File: src/logic/exu_pkg.sv
/*
 * shared definitions for the RV32I execute unit
 *   data and shift-amount widths
 *   operand, immediate and funct3 vector types
 *   instruction class, ALU code and branch condition enums
 *   funct3 codes for the integer and branch groups
 *   handshake FSM state encodings
 */
package exu_pkg;

	// data path width
	localparam int xlen = 32;
	// only the low bits of src2 move a shift
	localparam int shamt_bits = 5;

	typedef logic [xlen-1:0] word_t;
	typedef logic [2:0] funct3_t;

	// which operand format the operation uses
	typedef enum logic [1:0] {
		cls_reg = 2'd0,
		cls_imm = 2'd1,
		cls_lui = 2'd2,
		cls_branch = 2'd3
	} op_class_e;

	// ALU control, gaps are codes of the old unmasked shifts
	typedef enum logic [3:0] {
		alu_add = 4'd0,
		alu_sub = 4'd1,
		alu_slt = 4'd3,
		alu_sltu = 4'd4,
		alu_xor = 4'd5,
		alu_or = 4'd8,
		alu_and = 4'd9,
		alu_pass = 4'd10,
		alu_srl = 4'd11,
		alu_sll = 4'd12,
		alu_sra = 4'd13
	} alu_op_e;

	typedef enum logic [2:0] {
		br_none,
		br_eq,
		br_ne,
		br_lt,
		br_ge,
		br_ltu,
		br_geu
	} br_cond_e;

	// integer op group, shared by register and immediate classes
	localparam funct3_t f3_add_sub = 3'd0;
	localparam funct3_t f3_sll = 3'd1;
	localparam funct3_t f3_slt = 3'd2;
	localparam funct3_t f3_sltu = 3'd3;
	localparam funct3_t f3_xor = 3'd4;
	localparam funct3_t f3_srl_sra = 3'd5;
	localparam funct3_t f3_or = 3'd6;
	localparam funct3_t f3_and = 3'd7;

	// branch group
	localparam funct3_t f3_beq = 3'd0;
	localparam funct3_t f3_bne = 3'd1;
	localparam funct3_t f3_blt = 3'd4;
	localparam funct3_t f3_bge = 3'd5;
	localparam funct3_t f3_bltu = 3'd6;
	localparam funct3_t f3_bgeu = 3'd7;

	typedef enum logic [1:0] {rx_idle, rx_ack, rx_full} rx_state_e;
	typedef enum logic [1:0] {tx_idle, tx_req, tx_wait_low} tx_state_e;

endpackage

File: src/logic/exu_req_rx.sv
/*
 * input side of the execute unit
 *   four-phase req/ack receiver FSM
 *   one-entry operation buffer with valid/ready release
 */
`timescale 1ns/10ps

module exu_req_rx (
	input  logic                clk,
	input  logic                rst,
	input  logic                in_req,
	input  exu_pkg::op_class_e  in_class,
	input  exu_pkg::funct3_t    in_funct3,
	input  logic                in_funct7_b5,
	input  exu_pkg::word_t      in_rs1,
	input  exu_pkg::word_t      in_rs2,
	input  exu_pkg::word_t      in_imm,
	output logic                in_ack,
	output exu_pkg::op_class_e  op_class,
	output exu_pkg::funct3_t    op_funct3,
	output logic                op_funct7_b5,
	output exu_pkg::word_t      op_rs1,
	output exu_pkg::word_t      op_rs2,
	output exu_pkg::word_t      op_imm,
	output logic                op_valid,
	input  logic                op_ready
);

	exu_pkg::rx_state_e state;
	logic load;
	logic xfer;

	// item leaves for the processing part
	assign xfer = op_valid && op_ready;
	// take a new operation only into an empty buffer and before it is acked
	assign load = in_req && !op_valid
		&& (state == exu_pkg::rx_idle || state == exu_pkg::rx_full);

	always_ff @(posedge clk) begin
		if (rst) begin
			state <= exu_pkg::rx_idle;
			in_ack <= 1'b0;
			op_valid <= 1'b0;
		end else begin
			case (state)
				exu_pkg::rx_idle, exu_pkg::rx_full: begin
					if (load) begin
						in_ack <= 1'b1;
						state <= exu_pkg::rx_ack;
					end else if (in_req) begin
						// buffer still occupied, ack withheld
						state <= exu_pkg::rx_full;
					end else begin
						state <= exu_pkg::rx_idle;
					end
				end
				exu_pkg::rx_ack: begin
					// return to zero once the sender lets go
					if (!in_req) begin
						in_ack <= 1'b0;
						state <= exu_pkg::rx_idle;
					end
				end
				default: state <= exu_pkg::rx_idle;
			endcase
			// buffer valid, load and xfer never coincide
			if (load)
				op_valid <= 1'b1;
			else if (xfer)
				op_valid <= 1'b0;
		end
	end

	// payload buffer
	always_ff @(posedge clk) begin
		if (load) begin
			op_class <= in_class;
			op_funct3 <= in_funct3;
			op_funct7_b5 <= in_funct7_b5;
			op_rs1 <= in_rs1;
			op_rs2 <= in_rs2;
			op_imm <= in_imm;
		end
	end

	// a stalled operation keeps its fields until tx takes it
	a_hold: assert property (@(posedge clk) disable iff (rst)
		op_valid && !op_ready |=> op_valid && $stable(op_rs1) && $stable(op_rs2)
			&& $stable(op_imm) && $stable(op_class) && $stable(op_funct3)
			&& $stable(op_funct7_b5));
	// ack only answers a request that is still up
	a_ack: assert property (@(posedge clk) disable iff (rst)
		$rose(in_ack) |-> $past(in_req) && in_req);

endmodule

File: src/logic/exu_decode.sv
/*
 * RV32I field decode
 *   instruction class, funct3 and funct7 bit 5 to ALU code
 *   second operand select and branch condition
 */
`timescale 1ns/10ps

module exu_decode (
	input  exu_pkg::op_class_e  op_class,
	input  exu_pkg::funct3_t    op_funct3,
	input  logic                op_funct7_b5,
	output exu_pkg::alu_op_e    alu_op,
	output logic                use_imm,
	output exu_pkg::br_cond_e   br_cond
);

	logic is_reg;

	// sub exists only in register form, addi has no funct7
	assign is_reg = (op_class == exu_pkg::cls_reg);

	always_comb begin
		// unused encodings fall back to add, never taken
		alu_op = exu_pkg::alu_add;
		use_imm = 1'b0;
		br_cond = exu_pkg::br_none;
		case (op_class)
			exu_pkg::cls_reg, exu_pkg::cls_imm: begin
				use_imm = !is_reg;
				case (op_funct3)
					exu_pkg::f3_add_sub:
						alu_op = (is_reg && op_funct7_b5) ? exu_pkg::alu_sub : exu_pkg::alu_add;
					exu_pkg::f3_sll:
						alu_op = exu_pkg::alu_sll;
					exu_pkg::f3_slt:
						alu_op = exu_pkg::alu_slt;
					exu_pkg::f3_sltu:
						alu_op = exu_pkg::alu_sltu;
					exu_pkg::f3_xor:
						alu_op = exu_pkg::alu_xor;
					// srai keeps funct7 bit 5 in the immediate, so both classes use it
					exu_pkg::f3_srl_sra:
						alu_op = op_funct7_b5 ? exu_pkg::alu_sra : exu_pkg::alu_srl;
					exu_pkg::f3_or:
						alu_op = exu_pkg::alu_or;
					exu_pkg::f3_and:
						alu_op = exu_pkg::alu_and;
					default:
						alu_op = exu_pkg::alu_add;
				endcase
			end
			exu_pkg::cls_lui: begin
				// immediate arrives already shifted, pass it through
				alu_op = exu_pkg::alu_pass;
				use_imm = 1'b1;
			end
			exu_pkg::cls_branch: begin
				case (op_funct3)
					// equality via the zero flag of a subtract
					exu_pkg::f3_beq: begin
						alu_op = exu_pkg::alu_sub;
						br_cond = exu_pkg::br_eq;
					end
					exu_pkg::f3_bne: begin
						alu_op = exu_pkg::alu_sub;
						br_cond = exu_pkg::br_ne;
					end
					// ordering via bit 0 of the set-less-than result
					exu_pkg::f3_blt: begin
						alu_op = exu_pkg::alu_slt;
						br_cond = exu_pkg::br_lt;
					end
					exu_pkg::f3_bge: begin
						alu_op = exu_pkg::alu_slt;
						br_cond = exu_pkg::br_ge;
					end
					exu_pkg::f3_bltu: begin
						alu_op = exu_pkg::alu_sltu;
						br_cond = exu_pkg::br_ltu;
					end
					exu_pkg::f3_bgeu: begin
						alu_op = exu_pkg::alu_sltu;
						br_cond = exu_pkg::br_geu;
					end
					default: br_cond = exu_pkg::br_none;
				endcase
			end
			default: alu_op = exu_pkg::alu_add;
		endcase
	end

endmodule

File: src/logic/exu_alu.sv
/*
 * combinational ALU
 *   add, sub, slt, sltu, xor, or, and, pass src2
 *   sll, srl, sra with a masked shift amount
 *   zero flag on the result
 */
`timescale 1ns/10ps

module exu_alu (
	input  exu_pkg::word_t    src1,
	input  exu_pkg::word_t    src2,
	input  exu_pkg::alu_op_e  alu_op,
	output exu_pkg::word_t    result,
	output logic              zero
);

	// one extra bit on top catches the carry out
	logic [exu_pkg::xlen:0] diff;
	logic [exu_pkg::shamt_bits-1:0] shamt;
	logic lt_u;
	logic lt_s;
	logic sign_differs;

	// src1 - src2 as src1 + ~src2 + 1
	assign diff = {1'b0, src1} + {1'b0, ~src2} + 1'b1;

	// no carry out means a borrow, so src1 < src2 unsigned
	assign lt_u = ~diff[exu_pkg::xlen];

	// with mixed signs the negative one is smaller
	// with equal signs the difference cannot overflow, its sign decides
	assign sign_differs = src1[exu_pkg::xlen-1] ^ src2[exu_pkg::xlen-1];
	assign lt_s = sign_differs ? src1[exu_pkg::xlen-1] : diff[exu_pkg::xlen-1];

	// RV32I uses only the low five bits as shift amount
	assign shamt = src2[exu_pkg::shamt_bits-1:0];

	always_comb begin
		case (alu_op)
			exu_pkg::alu_add:
				result = src1 + src2;
			exu_pkg::alu_sub:
				result = diff[exu_pkg::xlen-1:0];
			exu_pkg::alu_slt:
				result = {{(exu_pkg::xlen-1){1'b0}}, lt_s};
			exu_pkg::alu_sltu:
				result = {{(exu_pkg::xlen-1){1'b0}}, lt_u};
			exu_pkg::alu_xor:
				result = src1 ^ src2;
			exu_pkg::alu_or:
				result = src1 | src2;
			exu_pkg::alu_and:
				result = src1 & src2;
			// lui, immediate already sits in the upper bits
			exu_pkg::alu_pass:
				result = src2;
			exu_pkg::alu_srl:
				result = src1 >> shamt;
			exu_pkg::alu_sll:
				result = src1 << shamt;
			// arithmetic shift, sign bit fills from the left
			exu_pkg::alu_sra:
				result = $signed(src1) >>> shamt;
			default:
				result = '0;
		endcase
	end

	// beq/bne look at this after a subtract
	assign zero = (result == '0);

endmodule

File: src/logic/exu_resp_tx.sv
/*
 * output side of the execute unit
 *   branch-taken resolution from zero flag and compare bit
 *   one-entry result register
 *   four-phase req/ack sender FSM
 */
`timescale 1ns/10ps

module exu_resp_tx (
	input  logic               clk,
	input  logic               rst,
	input  logic               op_valid,
	output logic               op_ready,
	input  exu_pkg::word_t     result,
	input  logic               zero,
	input  exu_pkg::br_cond_e  br_cond,
	output logic               out_req,
	input  logic               out_ack,
	output exu_pkg::word_t     out_result,
	output logic               out_taken
);

	exu_pkg::tx_state_e state;
	logic xfer;
	logic taken;

	// free only once the last handshake is fully back at zero
	assign op_ready = (state == exu_pkg::tx_idle);
	assign xfer = op_valid && op_ready;

	// branch decision, compares leave their answer in result bit 0
	always_comb begin
		case (br_cond)
			exu_pkg::br_eq:
				taken = zero;
			exu_pkg::br_ne:
				taken = !zero;
			exu_pkg::br_lt, exu_pkg::br_ltu:
				taken = result[0];
			exu_pkg::br_ge, exu_pkg::br_geu:
				taken = !result[0];
			default:
				taken = 1'b0;
		endcase
	end

	always_ff @(posedge clk) begin
		if (rst) begin
			state <= exu_pkg::tx_idle;
			out_req <= 1'b0;
		end else begin
			case (state)
				exu_pkg::tx_idle: begin
					if (xfer)
						state <= exu_pkg::tx_req;
				end
				exu_pkg::tx_req: begin
					// raise req a cycle after the load, data is settled by then
					if (!out_req) begin
						out_req <= 1'b1;
					end else if (out_ack) begin
						out_req <= 1'b0;
						state <= exu_pkg::tx_wait_low;
					end
				end
				exu_pkg::tx_wait_low: begin
					// receiver must drop ack before the next item
					if (!out_ack)
						state <= exu_pkg::tx_idle;
				end
				default: state <= exu_pkg::tx_idle;
			endcase
		end
	end

	// result register
	always_ff @(posedge clk) begin
		if (xfer) begin
			out_result <= result;
			out_taken <= taken;
		end
	end

	// receiver may sample data any time req is up
	a_stable: assert property (@(posedge clk) disable iff (rst)
		out_req |=> !out_req || ($stable(out_result) && $stable(out_taken)));

endmodule

File: src/logic/exu_top.sv
/*
 * execute unit top level
 *   four-phase receiver, field decoder, ALU, four-phase sender
 *   second operand select between rs2 and immediate
 */
`timescale 1ns/10ps

module exu_top (
	input  logic                clk,
	input  logic                rst,
	input  logic                in_req,
	input  exu_pkg::op_class_e  in_class,
	input  exu_pkg::funct3_t    in_funct3,
	input  logic                in_funct7_b5,
	input  exu_pkg::word_t      in_rs1,
	input  exu_pkg::word_t      in_rs2,
	input  exu_pkg::word_t      in_imm,
	output logic                in_ack,
	output logic                out_req,
	input  logic                out_ack,
	output exu_pkg::word_t      out_result,
	output logic                out_taken
);

	// held operation, rx to tx
	exu_pkg::op_class_e op_class;
	exu_pkg::funct3_t op_funct3;
	logic op_funct7_b5;
	exu_pkg::word_t op_rs1;
	exu_pkg::word_t op_rs2;
	exu_pkg::word_t op_imm;
	logic op_valid;
	logic op_ready;

	// decode and ALU outputs
	exu_pkg::alu_op_e alu_op;
	logic use_imm;
	exu_pkg::br_cond_e br_cond;
	exu_pkg::word_t src2;
	exu_pkg::word_t result;
	logic zero;

	exu_req_rx u_req_rx (
		.clk(clk), .rst(rst),
		.in_req(in_req), .in_class(in_class), .in_funct3(in_funct3),
		.in_funct7_b5(in_funct7_b5), .in_rs1(in_rs1), .in_rs2(in_rs2),
		.in_imm(in_imm), .in_ack(in_ack),
		.op_class(op_class), .op_funct3(op_funct3), .op_funct7_b5(op_funct7_b5),
		.op_rs1(op_rs1), .op_rs2(op_rs2), .op_imm(op_imm),
		.op_valid(op_valid), .op_ready(op_ready)
	);

	exu_decode u_decode (
		.op_class(op_class), .op_funct3(op_funct3), .op_funct7_b5(op_funct7_b5),
		.alu_op(alu_op), .use_imm(use_imm), .br_cond(br_cond)
	);

	// immediate forms and lui replace rs2
	assign src2 = use_imm ? op_imm : op_rs2;

	exu_alu u_alu (
		.src1(op_rs1), .src2(src2), .alu_op(alu_op),
		.result(result), .zero(zero)
	);

	exu_resp_tx u_resp_tx (
		.clk(clk), .rst(rst),
		.op_valid(op_valid), .op_ready(op_ready),
		.result(result), .zero(zero), .br_cond(br_cond),
		.out_req(out_req), .out_ack(out_ack),
		.out_result(out_result), .out_taken(out_taken)
	);

endmodule

File: config.mk
export PLATFORM = sky130hd
export DESIGN_NAME = exu_top
export DESIGN_NICKNAME = d
export VERILOG_FILES = /design/src/logic/exu_pkg.sv /design/src/logic/exu_req_rx.sv /design/src/logic/exu_decode.sv /design/src/logic/exu_alu.sv /design/src/logic/exu_resp_tx.sv /design/src/logic/exu_top.sv
export SDC_FILE = /design/constraint.sdc
export NUM_CORES = 1
export LEC_CHECK = 0
export BUFFER_PORTS_ARGS = -buffer_cell sky130_fd_sc_hd__buf_2
export CAP_MARGIN = 20
export CORE_ASPECT_RATIO = 1.2
export CORE_UTILIZATION = 40
export CTS_BUF_LIST = sky130_fd_sc_hd__clkbuf_16
export CTS_CLUSTER_SIZE = 25
export DETAILED_ROUTE_END_ITERATION = 12
export GPL_TIMING_DRIVEN = 0
export HOLD_SLACK_MARGIN = 0.08
export PLACE_DENSITY = 0.56
export RECOVER_POWER = 100
export SKIP_CTS_REPAIR_TIMING = 1
export SYNTH_ARGS = -nofsm -noshare
export SYNTH_HDL_FRONTEND = slang
export SYNTH_SLANG_ARGS = --single-unit
File: constraint.sdc
create_clock -name clk -period 9.9 [get_ports clk]
set_input_delay 0.495 -clock clk [delete_from_list [all_inputs] [get_ports clk]]
set_output_delay 0.495 -clock clk [all_outputs]
set_load 0.1 [all_outputs]
==> flow_summary.html <==
<table>
<tr><th>Metric</th><th>Value</th></tr>
<tr><th colspan="2">Logic synthesis</th></tr>
<tr><td>Unique cell type count in the Yosys netlist</td><td>96</td></tr>
<tr><td>Portion of the post-synthesis area used by sequential elements</td><td>28.0%</td></tr>
<tr><td>Synth Net Count</td><td>1,866</td></tr>
<tr><td>Gate Count Post-Synth</td><td>1,654</td></tr>
<tr><td>Area leader, netlist</td><td>sky130_fd_sc_hd__edfxtp_1</td></tr>
<tr><td>Simple-gate area share of the yosys netlist</td><td>16.1%</td></tr>
<tr><td>Portion of netlist area occupied by mux cells</td><td>15.2%</td></tr>
<tr><td>Leading register cell type out of synthesis</td><td>sky130_fd_sc_hd__edfxtp_1</td></tr>
<tr><td>Number of enable flip-flop cells after synthesis</td><td>135</td></tr>
<tr><td>Xor/xnor share of the synthesized area</td><td>0.993%</td></tr>
<tr><td>Compound-gate portion of the synthesized area</td><td>24.6%</td></tr>
<tr><td>Mean Syn Cell Area</td><td>9.06 sq um</td></tr>
<tr><td>FFs w/ async S/R, synth</td><td>0%</td></tr>
<tr><td>Post-synthesis share of cell area spent on full adders, half adders and majority gates</td><td>8.95%</td></tr>
<tr><td>Top-area cell type share of the netlist area</td><td>27.0%</td></tr>
<tr><td>Dominant cells by area after synthesis</td><td>sky130_fd_sc_hd__edfxtp_1, sky130_fd_sc_hd__mux4_2, sky130_fd_sc_hd__ha_1</td></tr>
<tr><td>Synth Register Bits</td><td>142</td></tr>
<tr><td>Count of yosys warnings during synthesis</td><td>0</td></tr>
<tr><td>Post-synthesis instance area</td><td>15,000 sq um</td></tr>
<tr><td>Dominant combinational cell family by area after synthesis</td><td>compound AO/OA/AOI/OAI gates</td></tr>
<tr><th colspan="2">Drt</th></tr>
<tr><td>Iter 0 DRT Violations</td><td>2,509</td></tr>
<tr><td>Routed vias</td><td>16,200</td></tr>
<tr><td>Length of routed wiring on met1</td><td>30,500 microns</td></tr>
<tr><td>Router iterations before antenna repair</td><td>8</td></tr>
<tr><td>Total routed wirelength</td><td>78,000 microns</td></tr>
<tr><td>Drt wl/cell</td><td>33.6 microns</td></tr>
<tr><td>Highest metal used</td><td>met5</td></tr>
<tr><td>Antenna violation net count after detailed routing</td><td>0</td></tr>
<tr><td>Remaining design rule violation count</td><td>0</td></tr>
<tr><td>Length of routed met2 wiring</td><td>32,800 microns</td></tr>
<tr><td>Vias per cell</td><td>6.98</td></tr>
<tr><td>Routed wl met3</td><td>8910 microns</td></tr>
<tr><th colspan="2">Pwr</th></tr>
<tr><td>Worst supply voltage drop on vdd</td><td>145 uV</td></tr>
<tr><td>Power density relative to cell area</td><td>170 nW/um^2</td></tr>
<tr><td>LEAKAGE</td><td>0.00662 uW</td></tr>
<tr><th colspan="2">Floorplan</th></tr>
<tr><td>Placement row count</td><td>77</td></tr>
<tr><td>Total core area</td><td>36,900 sq um</td></tr>
<tr><td>Die Wd</td><td>179 microns</td></tr>
<tr><td>Height of the chip</td><td>214 microns</td></tr>
<tr><td>Effective utilization at floorplan</td><td>40.6%</td></tr>
<tr><td># IOs</td><td>141</td></tr>
<tr><td>Area enclosed by the die boundary</td><td>38,300 sq um</td></tr>
<tr><th colspan="2">STA</th></tr>
<tr><td>Final max-slew violation count</td><td>9</td></tr>
<tr><td>Final hold violation count</td><td>0</td></tr>
<tr><td>Final min period</td><td>9580 ps</td></tr>
<tr><td>Setup violation total in the final timing report</td><td>0</td></tr>
<tr><td>Setup repair after global routing missed its margin</td><td>no</td></tr>
<tr><td>Part of the cycle the worst path needs</td><td>96.8%</td></tr>
<tr><td>Slew at the pin closest to its max-slew limit</td><td>1710 ps</td></tr>
<tr><td>Layout Skew</td><td>14.6 ps</td></tr>
<tr><td>Post-route setup slack</td><td>321 ps</td></tr>
<tr><td>Peak Freq</td><td>104 MHz</td></tr>
<tr><td>Max transition margin</td><td>-14.1%</td></tr>
<tr><th colspan="2">Min path</th></tr>
<tr><td>Start point of the worst hold path</td><td>in_rs1[18]</td></tr>
<tr><td>Worst hold path type</td><td>input pin to flop</td></tr>
<tr><td>Cell depth of the worst min-delay path</td><td>1</td></tr>
<tr><td>Hold path endpoint</td><td>u_req_rx.op_rs1[18]</td></tr>
<tr><th colspan="2">Worst setup path</th></tr>
<tr><td>Maximum single-stage delay on the critical path</td><td>680 ps</td></tr>
<tr><td>Element type at the critical path end</td><td>flop</td></tr>
<tr><td>Sort of element at the start of the critical path</td><td>flop</td></tr>
<tr><td>Critical path data arrival time</td><td>9920 ps</td></tr>
<tr><td>Critical-path top delay cell</td><td>sky130_fd_sc_hd__clkbuf_1</td></tr>
<tr><td>Register-to-register setup slack</td><td>320 ps</td></tr>
<tr><td>Most common cell type on the critical path</td><td>sky130_fd_sc_hd__a21oi_1</td></tr>
<tr><td>Worst R2R Start</td><td>u_req_rx.op_class[1]</td></tr>
<tr><td>FF-to-FF End</td><td>u_resp_tx.out_taken</td></tr>
<tr><td>WP data required</td><td>10,250 ps</td></tr>
<tr><td>Largest driver fanout on the critical path</td><td>10</td></tr>
<tr><td>Category of the critical setup timing path</td><td>flop to flop</td></tr>
<tr><td>Register-to-Register Path Depth</td><td>30</td></tr>
<tr><th colspan="2">Cells and area</th></tr>
<tr><td>Synth-to-Final Area Change</td><td>13.4%</td></tr>
<tr><td>Fillers</td><td>3,700</td></tr>
<tr><td>Final Cell Area</td><td>17,000 sq um</td></tr>
<tr><td>Utilization after layout</td><td>46.1%</td></tr>
<tr><td>Final Instance Count excl. Fillers</td><td>2,324</td></tr>
<tr><td>Nets@finish</td><td>2,047</td></tr>
<tr><td>Fraction of layout cells with a size suffix above 1</td><td>16.6%</td></tr>
<tr><th colspan="2">Job</th></tr>
<tr><td>Maxcap violations</td><td>1</td></tr>
<tr><th colspan="2">Clock tree</th></tr>
<tr><td>Worst-skew pair later-pin latency</td><td>490 ps</td></tr>
<tr><td>Root buffer cell</td><td>sky130_fd_sc_hd__clkbuf_16</td></tr>
<tr><td>Clock tree from TritonCTS</td><td>built</td></tr>
<tr><td>H-Tree Depth</td><td>4</td></tr>
<tr><td>Number of CTS-inserted buffers</td><td>17</td></tr>
<tr><td>Number of clock sinks</td><td>142</td></tr>
<tr><td>Max Buffers Root-to-Sink</td><td>2</td></tr>
<tr><td>Worst-path clk slew</td><td>70 ps</td></tr>
<tr><th colspan="2">Run status</th></tr>
<tr><td>Violated checks</td><td>capacitance limit, slew limit</td></tr>
<tr><td>Run status</td><td>finished with violations</td></tr>
<tr><th colspan="2">Placement</th></tr>
<tr><td>Cell total after placement</td><td>2,286</td></tr>
<tr><td>Estimated wirelength of the detail-placed design</td><td>62,000 microns</td></tr>
<tr><td>Placer Congestion</td><td>1.07</td></tr>
<tr><td>Port Buf Inserts</td><td>140</td></tr>
<tr><td>Instance area at placement</td><td>16,500 sq um</td></tr>
<tr><td>Worst setup timing slack at the placement stage</td><td>334 ps</td></tr>
<tr><th colspan="2">Global route</th></tr>
<tr><td>Aggregate global-route resource usage</td><td>41.1%</td></tr>
<tr><td>First-pass GRT wire length</td><td>110,000 microns</td></tr>
<tr><td>Gr ovfl total</td><td>0</td></tr>
<tr><td>Vias in the first global route</td><td>15,200</td></tr>
<tr><td>Maximum number of pins on one net before global-route repair</td><td>17</td></tr>
<tr><td>Number of antenna violations at the first check in global routing</td><td>4</td></tr>
</table>
sequential cells by signal (all words and copies together), names as in the netlist:
signal	count
u_req_rx.op_imm	32
u_req_rx.op_rs1	32
u_req_rx.op_rs2	32
u_resp_tx.out_result	32
u_req_rx.op_funct3	3
u_req_rx.op_class	2
u_req_rx.state	2
u_resp_tx.state	2
u_req_rx.in_ack	1
u_req_rx.op_funct7_b5	1
u_req_rx.op_valid	1
u_resp_tx.out_req	1
u_resp_tx.out_taken	1
kinds of logic after synthesis:
logic type                 count (synthesis)
and+or+nand+nor                          507
DFF                                      142
adders and majority gates                106
xor gates and xnor gates                  17
AOI/OAI and AO/OA                        517
muxes                                    145
buffers and inverters                    220
synth_stat cells, drive strengths merged (12+ instances only):
cell type and number:
a2111oi 12, a211oi 28, a21o 21, a21oi 101, a221oi 18, a22oi 17, a31oi 18, a32oi 12
buf 45, clkbuf 71, edfxtp 135, ha 104, inv 103, mux2 18, mux2i 67, mux4 60
nand2 147, nand3 60, nand4 17, nor2 132, nor2b 13, nor3 47, nor4 20, o211ai 28
o21ai 83, o22ai 17, or3 13, xnor2 16
metal layers:
| metal | up-vias | GRT usage [%] |
|---|---|---|
| met5 | - | 0.391 |
| met4 | 2 | 26.6 |
| met3 | 303 | 11.0 |
| met2 | 1288 | 59.6 |
| met1 | 7862 | 53.5 |
| li1 | 6774 | - |
cells in the final DEF (no fill, tap or decap), types with 11 or more instances in the layout:
cell / synthesis / routed
sky130_fd_sc_hd__nor3_1: 46 / 46
sky130_fd_sc_hd__clkbuf_1: 71 / 114
sky130_fd_sc_hd__a211oi_1: 28 / 28
sky130_fd_sc_hd__a32oi_1: 12 / 12
sky130_fd_sc_hd__a221oi_1: 18 / 18
sky130_fd_sc_hd__o211ai_1: 28 / 28
sky130_fd_sc_hd__nor2b_1: 13 / 13
sky130_fd_sc_hd__mux2_2: 17 / 17
sky130_fd_sc_hd__a31oi_1: 18 / 18
sky130_fd_sc_hd__inv_1: 99 / 100
sky130_fd_sc_hd__nor2_1: 132 / 132
sky130_fd_sc_hd__or3_1: 12 / 12
sky130_fd_sc_hd__o21ai_0: 73 / 73
sky130_fd_sc_hd__buf_2: 25 / 132
sky130_fd_sc_hd__o22ai_1: 17 / 17
sky130_fd_sc_hd__nand2b_1: 11 / 11
sky130_fd_sc_hd__a21oi_1: 101 / 101
sky130_fd_sc_hd__a221o_1: 11 / 11
sky130_fd_sc_hd__nor4_1: 18 / 16
sky130_fd_sc_hd__buf_1: 11 / 11
sky130_fd_sc_hd__o31ai_1: 11 / 11
sky130_fd_sc_hd__edfxtp_1: 135 / 135
sky130_fd_sc_hd__mux4_2: 60 / 60
sky130_fd_sc_hd__a22oi_1: 17 / 17
sky130_fd_sc_hd__o21bai_1: 11 / 11
sky130_fd_sc_hd__nand4_1: 17 / 17
sky130_fd_sc_hd__xnor2_1: 16 / 16
sky130_fd_sc_hd__clkbuf_16: 0 / 17
sky130_fd_sc_hd__a21o_1: 21 / 21
sky130_fd_sc_hd__nand3_1: 59 / 59
sky130_fd_sc_hd__nand2_1: 145 / 145
sky130_fd_sc_hd__ha_1: 104 / 104
sky130_fd_sc_hd__mux2i_1: 61 / 62
worst max-delay path: cells and delay by family (launching register included):
kind                       cells  cell delay, ps
buffers and inverters          7            2610
adders and majority gates      3             970
DFF                            1             440
AOI/OAI and AO/OA             10            2290
and+or+nand+nor                9            2800
muxes                          1             320
report_power, final:
| part | internal, uW | leakage [uW] | switching [uW] |
|---|---|---|---|
| Clock | 374 | 0.000289 | 285 |
| Sequential | 719 | 0.00133 | 43.7 |
| Combinational | 438 | 0.00500 | 1030 |
how the worst max path moves through the flow:
stage               cells past startpoint                 start              endpoint  slack (ps)
floorplan                               2                in_req  u_req_rx.op_class[0]        1720
global placement                        3                in_req    u_req_rx.op_imm[1]        -980
detailed placement                     31  u_req_rx.op_class[1]   u_resp_tx.out_taken         330
CTS                                    31  u_req_rx.op_class[1]   u_resp_tx.out_taken         290
global route                           30  u_req_rx.op_class[1]   u_resp_tx.out_taken          80
finish                                 30  u_req_rx.op_class[1]   u_resp_tx.out_taken         320
through the flow:
| step | TNS (ps) | hold slack (ps) | power [uW] |
|---|---|---|---|
| floorplan | 0 | 422 | 1660 |
| global placement | -98410 | 440 | 2170 |
| detailed placement | 0 | 460 | 2170 |
| CTS | 0 | 168 | 2830 |
| global route | 0 | 176 | 2960 |
| finish | 0 | 178 | 2890 |
area by class of cell:
type	count	area, sq um	share of cell area (%)
inverters	104	397	2.33
repair buffers	164	802	4.72
multi-input cells	1292	9900	58.2
diodes	2	5.00	0.0294
flip-flops and latches	142	4190	24.7
well taps	474	593	3.49
plain buffers	114	520	3.06
clock buffers	17	425	2.50
clock inverters	15	164	0.964
No activity file was read; power rests on OpenSTA's default activity.
